===== src/design/nnNumericPkg.sv =====
package nnNumericPkg;

	// all features, weights, biases and activations are signed Q8.8

	// width of one feature, weight, bias or activation word
	localparam int dataWidth = 16;

	// binary point position inside a data word
	localparam int fracBits = 8;

	// full width of one signed product before the shift
	localparam int prodWidth = 2 * dataWidth;

	// eight shifted products plus the bias never overflow the accumulator
	localparam int accWidth = 28;

	// the rectified activation is clamped to this value on overflow
	localparam int actMax = 32767;

endpackage


===== src/design/nnTopologyPkg.sv =====
package nnTopologyPkg;

	// shape of the fully connected layer
	localparam int numInputs = 8;
	localparam int numNeurons = 4;
	localparam int numWeights = numInputs * numNeurons;

	// configuration address map
	// weight of neuron n and input i sits at n*numInputs+i
	// bias of neuron n sits at biasBase+n
	// everything from numEntries upward is unmapped
	localparam int biasBase = numWeights;
	localparam int numEntries = numWeights + numNeurons;
	localparam int cfgAddrWidth = 6;

endpackage


===== src/design/weightRegs.sv =====
`timescale 1ns/1ps

module weightRegs
(
	input logic clk,
	input logic reset,
	input logic cfgWrite,
	input logic [nnTopologyPkg::cfgAddrWidth-1:0] cfgAddr,
	input logic signed [nnNumericPkg::dataWidth-1:0] cfgData,
	input logic [nnTopologyPkg::cfgAddrWidth-1:0] cfgReadAddr,
	output logic signed [nnNumericPkg::dataWidth-1:0] cfgReadData,
	output logic [nnTopologyPkg::numWeights*nnNumericPkg::dataWidth-1:0] weightBus,
	output logic [nnTopologyPkg::numNeurons*nnNumericPkg::dataWidth-1:0] biasBus
);

	// weights come first and biases follow in configuration address order
	logic signed [nnNumericPkg::dataWidth-1:0] entries [nnTopologyPkg::numEntries];

	logic writeHit;
	logic readHit;

	assign writeHit = cfgWrite && (int'(cfgAddr) < nnTopologyPkg::numEntries);
	assign readHit = int'(cfgReadAddr) < nnTopologyPkg::numEntries;

	always_ff @(posedge clk)
	begin
		if (reset)
		begin
			for (int k = 0; k < nnTopologyPkg::numEntries; k++)
			begin
				entries[k] <= '0; // layer outputs stay at zero until configured
			end
		end
		else if (writeHit)
		begin
			entries[cfgAddr] <= cfgData;
		end
	end

	// readback follows the address with no register in between
	always_comb
	begin
		cfgReadData = '0; // unmapped addresses read as zero
		if (readHit)
		begin
			cfgReadData = entries[cfgReadAddr];
		end
	end

	// every entry goes to the layer in parallel
	generate
		for (genvar w = 0; w < nnTopologyPkg::numWeights; w++)
		begin : gWeight
			assign weightBus[w*nnNumericPkg::dataWidth +: nnNumericPkg::dataWidth] = entries[w];
		end

		for (genvar n = 0; n < nnTopologyPkg::numNeurons; n++)
		begin : gBias
			assign biasBus[n*nnNumericPkg::dataWidth +: nnNumericPkg::dataWidth] =
				entries[nnTopologyPkg::biasBase + n];
		end
	endgenerate

endmodule


===== config.mk =====
export PLATFORM = sky130hd
export DESIGN_NAME = weightRegs
export DESIGN_NICKNAME = d
export VERILOG_FILES = /design/src/design/nnNumericPkg.sv /design/src/design/nnTopologyPkg.sv /design/src/design/weightRegs.sv
export SDC_FILE = /design/constraint.sdc
export NUM_CORES = 1
export LEC_CHECK = 0
export BUFFER_PORTS_ARGS = -buffer_cell sky130_fd_sc_hd__buf_4
export CORE_MARGIN = 2
export CORE_UTILIZATION = 47
export CTS_CLUSTER_DIAMETER = 50
export DETAILED_ROUTE_END_ITERATION = 8
export PLACE_DENSITY = 0.8
export SETUP_SLACK_MARGIN = 0.1
export SLEW_MARGIN = 20
export SYNTH_ARGS = -nofsm -noshare
export SYNTH_HDL_FRONTEND = slang
export SYNTH_SLANG_ARGS = --single-unit

===== constraint.sdc =====
create_clock -name clk -period 2.05 [get_ports clk]
set_clock_uncertainty 0.2 [all_clocks]
set_input_delay 0.205 -clock clk [delete_from_list [all_inputs] [get_ports clk]]
set_output_delay 0.205 -clock clk [all_outputs]
set_load 0.005 [all_outputs]

==> results of run 1 <==
## logic make-up after synthesis
logic type	synth area share
muxes	0.116
DFF	0.651
AOI/OAI and AO/OA	0.0333
buffers and inverters	0.0288
and+or+nand+nor	0.170
## power groups by stage
stage / Clock, mW / Sequential, mW / Combinational (mW)
final: 11.5 / 14.1 / 4.53
after global routing: 11.9 / 14.1 / 4.64
after CTS: 11.4 / 14.0 / 4.40
after detailed placement: 0 / 14.3 / 4.17
after global placement: 0 / 14.3 / 4.15
after floorplan: 0 / 14.2 / 1.17
## worst max path at each step
stage / start / endpoint / slack, ns / cells past startpoint
2_1_floorplan: cfgReadAddr[0] / cfgReadData[1] / 0.10 / 6
3_3_place_gp: cfgReadAddr[0] / cfgReadData[8] / -0.82 / 8
3_5_place_dp: cfgReadAddr[0] / cfgReadData[8] / -0.76 / 8
4_1_cts: entries[30][7]$_SDFFCE_PN0P_ / cfgReadData[7] / -0.92 / 8
5_1_grt: entries[18][11]$_SDFFCE_PN0P_ / cfgReadData[11] / -0.98 / 6
6_report: entries[19][11]$_SDFFCE_PN0P_ / cfgReadData[11] / -0.95 / 6
## metal layers
| layer | track usage | part of all wire | vias to the layer above |
|---|---|---|---|
| met2 | 0.613 | 0.47 | 1857 |
| met1 | 0.490 | 0.35 | 11200 |
| met3 | 0.104 | 0.12 | 345 |
| met5 | 0 | 0.00059 | - |
| met4 | 0.185 | 0.057 | 10 |
| li1 | - | - | 9094 |
## what timing repair did
item | 4_1_cts | 5_1_grt
gates cloned | 0 | 0
hold buffers | 9 | 0
resized for setup | 56 | 28
buffers inserted | 55 | 16
setup endpoints to repair | 16 | 16
pin swaps | 35 | 9
endpoints found under the hold margin | 152 | 0
## cells in the final DEF, fill, tap and decap left out, drive strengths merged, types with 6 or more instances in the layout
| cell | netlist | routed |
|---|---|---|
| a211oi | 8 | 8 |
| dlygate4sd3 | 0 | 9 |
| o22ai | 31 | 31 |
| nand2 | 32 | 32 |
| mux4 | 80 | 80 |
| nand3b | 6 | 6 |
| a22o | 9 | 9 |
| buf | 49 | 1311 |
| clkinv | 0 | 20 |
| clkbuf | 102 | 67 |
| clkinvlp | 0 | 9 |
| or2 | 36 | 36 |
| nor2 | 67 | 67 |
| a21oi | 17 | 17 |
| nor4 | 7 | 7 |
| a22oi | 32 | 32 |
| nand3 | 6 | 6 |
| bufinv | 0 | 7 |
| and2 | 578 | 578 |
| o221ai | 6 | 6 |
| inv | 0 | 8 |
| edfxtp | 576 | 576 |
| mux2i | 128 | 128 |
| o21ai | 7 | 7 |
## critical path: cells and delay by family, from the launching register on
kind            cells  cell delay (ns)
flops               1             0.40
compound gates      3             0.65
buf+inv             2             0.33
mux                 1             0.58
## metrics by stage
step           power (mW)  hold slack, ns  utilization  area (µm²)
6_report             30.0          0.0427        0.705       39600
5_1_grt              30.6          0.0242        0.705       39600
4_1_cts              29.8          0.0137        0.701       39400
3_5_place_dp         18.5           0.431        0.651       36500
3_3_place_gp         18.4           0.433        0.651       36500
2_1_floorplan        15.3           0.203            -       26600
## final cells by class
class | instances | share of cell area
Timing Repair Buffer | 1320 | 0.264
Clock buffer | 67 | 0.0402
Tap cell | 756 | 0.0239
Sequential cell | 576 | 0.437
Antenna cell | 2 | 0.000126
Multi-Input combinational cell | 1091 | 0.223
Clock inverter | 44 | 0.0119
==> impl_metrics.tcl, run 1 <==
set metrics [dict create \
    tns_ns -11.81 \
    synth.most_common_cell "and2_1" \
    start_util 0.473 \
    ctsHtreeMaxLevel 2 \
    vias 22500 \
    ys.flop_type "edfxtp_1" \
    p_comb_frac 0.151 \
    synthTopCellsByCount "578 x and2_1, 576 x edfxtp_1, 128 x mux2i_1, 102 x clkbuf_1, 80 x mux4_2" \
    p_clk_frac 0.381 \
    min_path_type "primary input to flip-flop" \
    synth_area_leaders "edfxtp_1 65%, and2_1 14%, mux4_2 6.8%" \
    area_growth_pct 49.2 \
    biggestRegsByFlops "entries: 576 flops" \
    grt-ovfl-total 0 \
    wl_per_cell_um 30.0 \
    grt_pass1_vias 22500 \
    cp_data_required_time_ns 1.64 \
    regArea_um2 17300 \
    netlist_instances 1818 \
    clockBufferDepth 3 \
    io_pins 623 \
    peakVddDrop_mv 0.653 \
    synth_top_area_frac 0.651 \
    rsz0062_at_grt "yes" \
    track_usage 0.385 \
    maxSlewViolCount 0 \
    max_stage_delay_ns 0.58 \
    cts_made_buffers 61 \
    die_w_um 242 \
    synth_edf_count 576 \
    finalHoldViolCount 0 \
    die-height_um 242 \
    antenna_found_initial 6 \
    p_sw_frac 0.254 \
    internal_power_mw 22.4 \
    avgSynthCellArea_um2 14.6 \
    dpl_worst_slack_ns -0.763 \
    ys_ff_latch 576 \
    die_area_um2 58400 \
    end_kind "primary output" \
    layoutNonFillerInstCount 3856 \
    via_per_inst 5.83 \
    dr.first_iter.drc_count 2796 \
    crit_type "flip-flop to primary output" \
    dr.pass1.iters 5 \
    holdPathStages 2 \
    place_inst 3664 \
    hpwl_mm 83.2 \
    async_flop_share 0 \
    gp_congestion 0.974 \
    outcome "finished with violations" \
    layout-drive-gt1-share 0.515 \
    path_common_cell "buf_4" \
    crit_chain "mux4_2 -> a22o_1 -> a211oi_4 -> buf_4 -> o31ai_4 -> buf_4" \
    tightest_slew_ns 0.618 \
    violations "setup timing" \
    cts_tree "done" \
    largest_reg_flops 576 \
    setup_violations 16 \
    yosysUniqueCellTypes 43 \
    largest_register "entries" \
    setup_ws_ns -0.950 \
    relSlewSlack 0.588 \
    ys_seq_area_frac 0.651 \
    ant_nets 0 \
    cts_root_buf "clkbuf_16" \
    grt_pass1_wl_mm 161 \
    power.switching_mw 7.62 \
    clk_pin_slew_ns 0.07 \
    cap_violations 0 \
    fin_nets 3081 \
    wl_mm 116 \
    synth_top_cell_by_area "edfxtp_1" \
    syn-num-nets 1849 \
    ys_warn_count 0 \
    powerDensity_nw_per_um2 758 \
    start_kind "flip-flop" \
    rows 87 \
    core_area_um2 56200 \
    p_seq_frac 0.468 \
    multiInputGateArea_um2 8840 \
    grt_start_max_net_pins 37 \
    whs_endpoint "entries[22][12]$_SDFFCE_PN0P_" \
    post-route-period-util 1.46 \
    min_period_ns 3.00 \
    worstHoldStart "cfgData[12]" \
    path_max_fanout 2 \
    cp.arrival_ns 2.60 \
    clkSinkCount 576 \
    io_buffer_count 622 \
    leakagePower_nw 16.6 \
    drc_errors 0 \
    synth_area_um2 26500 \
    cpMaxStageDelayCell "mux4_2" \
    nFillCells 3866 \
    max_freq_ghz 0.333 \
]
Note: power is estimated with default switching activity, not from simulation.
==> run 2: changes to the inputs <==
CAP_MARGIN = 20   (was unset)
CORE_AREA = 2 2 243 245   (was unset)
CORE_MARGIN = unset   (was 2)
CORE_UTILIZATION = unset   (was 47)
DIE_AREA = 0 0 245 247   (was unset)
HOLD_SLACK_MARGIN = 0.1   (was unset)
PLACE_DENSITY = 0.76   (was 0.8)
clock period = 3 ns   (was 2.05 ns; I/O delays follow)
==> run 2 against run 1 <==
- the flow still finishes with violations (setup timing)
- highest routed layer is now met4
- die area rose by 3.6%
- sequential power down 31%
- first-iteration DRC count decreased by 8.9%
- cell count fell by 14%
- non-clock buffer count fell by 555
- final area is 12% lower
- clock-buffer cell count grew 16
- sequential share of layout area rose by 5.7 points
- worst hold slack improved by 0.046 ns
- wire length decreased by 4.6%
- worst setup slack gained 0.89 ns
==> impl_metrics.tcl, run 2 (synthesized netlist as in run 1, its figures left out) <==
set metrics [dict create \
    place_inst 3175 \
    layout-drive-gt1-share 0.403 \
    power_mw 20.0 \
    p_comb_frac 0.117 \
    path_max_fanout 2 \
    holdPathStages 2 \
    antenna_found_initial 9 \
    layoutNonFillerInstCount 3332 \
    largest_register "entries" \
    min_path_type "primary input to flip-flop" \
    largest_reg_flops 576 \
    track_usage 0.356 \
    max_freq_ghz 0.327 \
    internal_power_mw 14.9 \
    powerDensity_nw_per_um2 571 \
    die_w_um 245 \
    p_seq_frac 0.484 \
    die_area_um2 60500 \
    cp.arrival_ns 2.56 \
    post-route-period-util 1.02 \
    start_kind "flip-flop" \
    leakagePower_nw 13.8 \
    violations "setup timing" \
    final_common_cell "buf_4" \
    grt_most_used_layer "met2" \
    cap_violations 0 \
    crit_family "compound AO/OA/AOI/OAI gates" \
    cp_data_required_time_ns 2.50 \
    maxSlewViolCount 0 \
    dr.pass1.iters 5 \
    peakVddDrop_mv 0.499 \
    grt_util_met1 0.472 \
    cts_root_buf "clkbuf_16" \
    finalHoldViolCount 0 \
    io_buffer_count 622 \
    rows 89 \
    grt_pass1_wl_mm 149 \
    core_area_um2 58200 \
    grt.met3_usage 0.0966 \
    vias 20000 \
    power.switching_mw 5.06 \
    clockBufferDepth 3 \
    grt_use_met2 0.560 \
    grt_pass1_vias 19200 \
    end_kind "primary output" \
    cp.depth 5 \
    gp_congestion 0.989 \
    cts_tree "done" \
    setup_violations 1 \
    dr.first_iter.drc_count 2547 \
    die-height_um 247 \
    drc_errors 0 \
    area_growth_pct 32.0 \
    nFillCells 4492 \
    setup_ws_ns -0.0611 \
    cp.buffers_inverters 1 \
    clkSinkCount 576 \
    wl_per_cell_um 33.1 \
    rsz0062_at_grt "yes" \
    max_stage_delay_ns 0.53 \
    grt-ovfl-total 0 \
    outcome "finished with violations" \
    ant_nets 0 \
    crit_type "flip-flop to primary output" \
    biggestRegsByFlops "entries: 576 flops" \
    cts_made_buffers 67 \
    p_sw_frac 0.253 \
    fin_nets 2532 \
    hpwl_mm 79.1 \
    wl_mm 110 \
    tightest_slew_ns 0.664 \
    cpMaxStageDelayCell "o221ai_1" \
    crit_chain "mux2i_1 -> o221ai_1 -> a211oi_4 -> o31ai_1 -> buf_4" \
    via_per_inst 6.00 \
    relSlewSlack 0.558 \
    clk_pin_slew_ns 0.06 \
    grt_start_max_net_pins 39 \
    io_pins 623 \
    start_util 0.456 \
    final_cell_mix "751 x buf_4, 578 x and2_1, 576 x edfxtp_1" \
    min_period_ns 3.06 \
    p_clk_frac 0.399 \
    ctsHtreeMaxLevel 3 \
]
## run 2: area by class of cell
| type | instances | area [µm²] | area share |
|---|---|---|---|
| Timing Repair Buffer | 765 | 5880 | 0.168 |
| Clock buffer | 83 | 1780 | 0.0508 |
| Tap cell | 773 | 967 | 0.0276 |
| Clock inverter | 39 | 348 | 0.00992 |
| Multi-Input combinational cell | 1091 | 8760 | 0.250 |
| Sequential cell | 576 | 17300 | 0.493 |
| Antenna cell | 5 | 12.5 | 0.000357 |
## run 2: through the flow
step | utilization | setup WS (ns) | instance area (µm²) | hold slack, ns | setup TNS (ns)
2_1_floorplan | - | 0.831 | 26500 | 0.298 | 0
3_3_place_gp | 0.556 | -0.213 | 32400 | 0.527 | -0.231
3_5_place_dp | 0.556 | -0.210 | 32400 | 0.530 | -0.287
4_1_cts | 0.598 | 0.0409 | 34800 | 0.101 | 0
5_1_grt | 0.602 | 0.00170 | 35000 | 0.105 | 0
6_report | 0.602 | -0.0611 | 35100 | 0.0888 | -0.0611
## run 2: power groups by stage
stage,Sequential [mW],Clock [mW],Combinational [mW]
after floorplan,9.67,0,0.796
after global placement,9.81,0,2.19
after detailed placement,9.83,0,2.20
after CTS,9.66,8.00,2.28
after global routing,9.69,8.32,2.41
final,9.67,7.99,2.34
## run 2: repair_timing
action	4_1_cts	5_1_grt
endpoints found under the hold margin	17	0
hold buffers	2	0
pin swaps	9	1
endpoints found under the setup margin	12	14
cloned	0	1
resized for setup	45	11
setup buffers	13	14
## run 2: path summary, 6_finish.rpt
| path | from | end | slack, ns |
|---|---|---|---|
| max | entries[18][8]$_SDFFCE_PN0P_ | cfgReadData[8] | -0.06 |
| min | cfgData[0] | entries[20][0]$_SDFFCE_PN0P_ | 0.09 |
## run 2: layer usage
layer / share of wire / wire [µm]
met1: 0.37 / 40300
met2: 0.47 / 51600
met3: 0.13 / 14000
met4: 0.040 / 4400
met5: 0 / 0
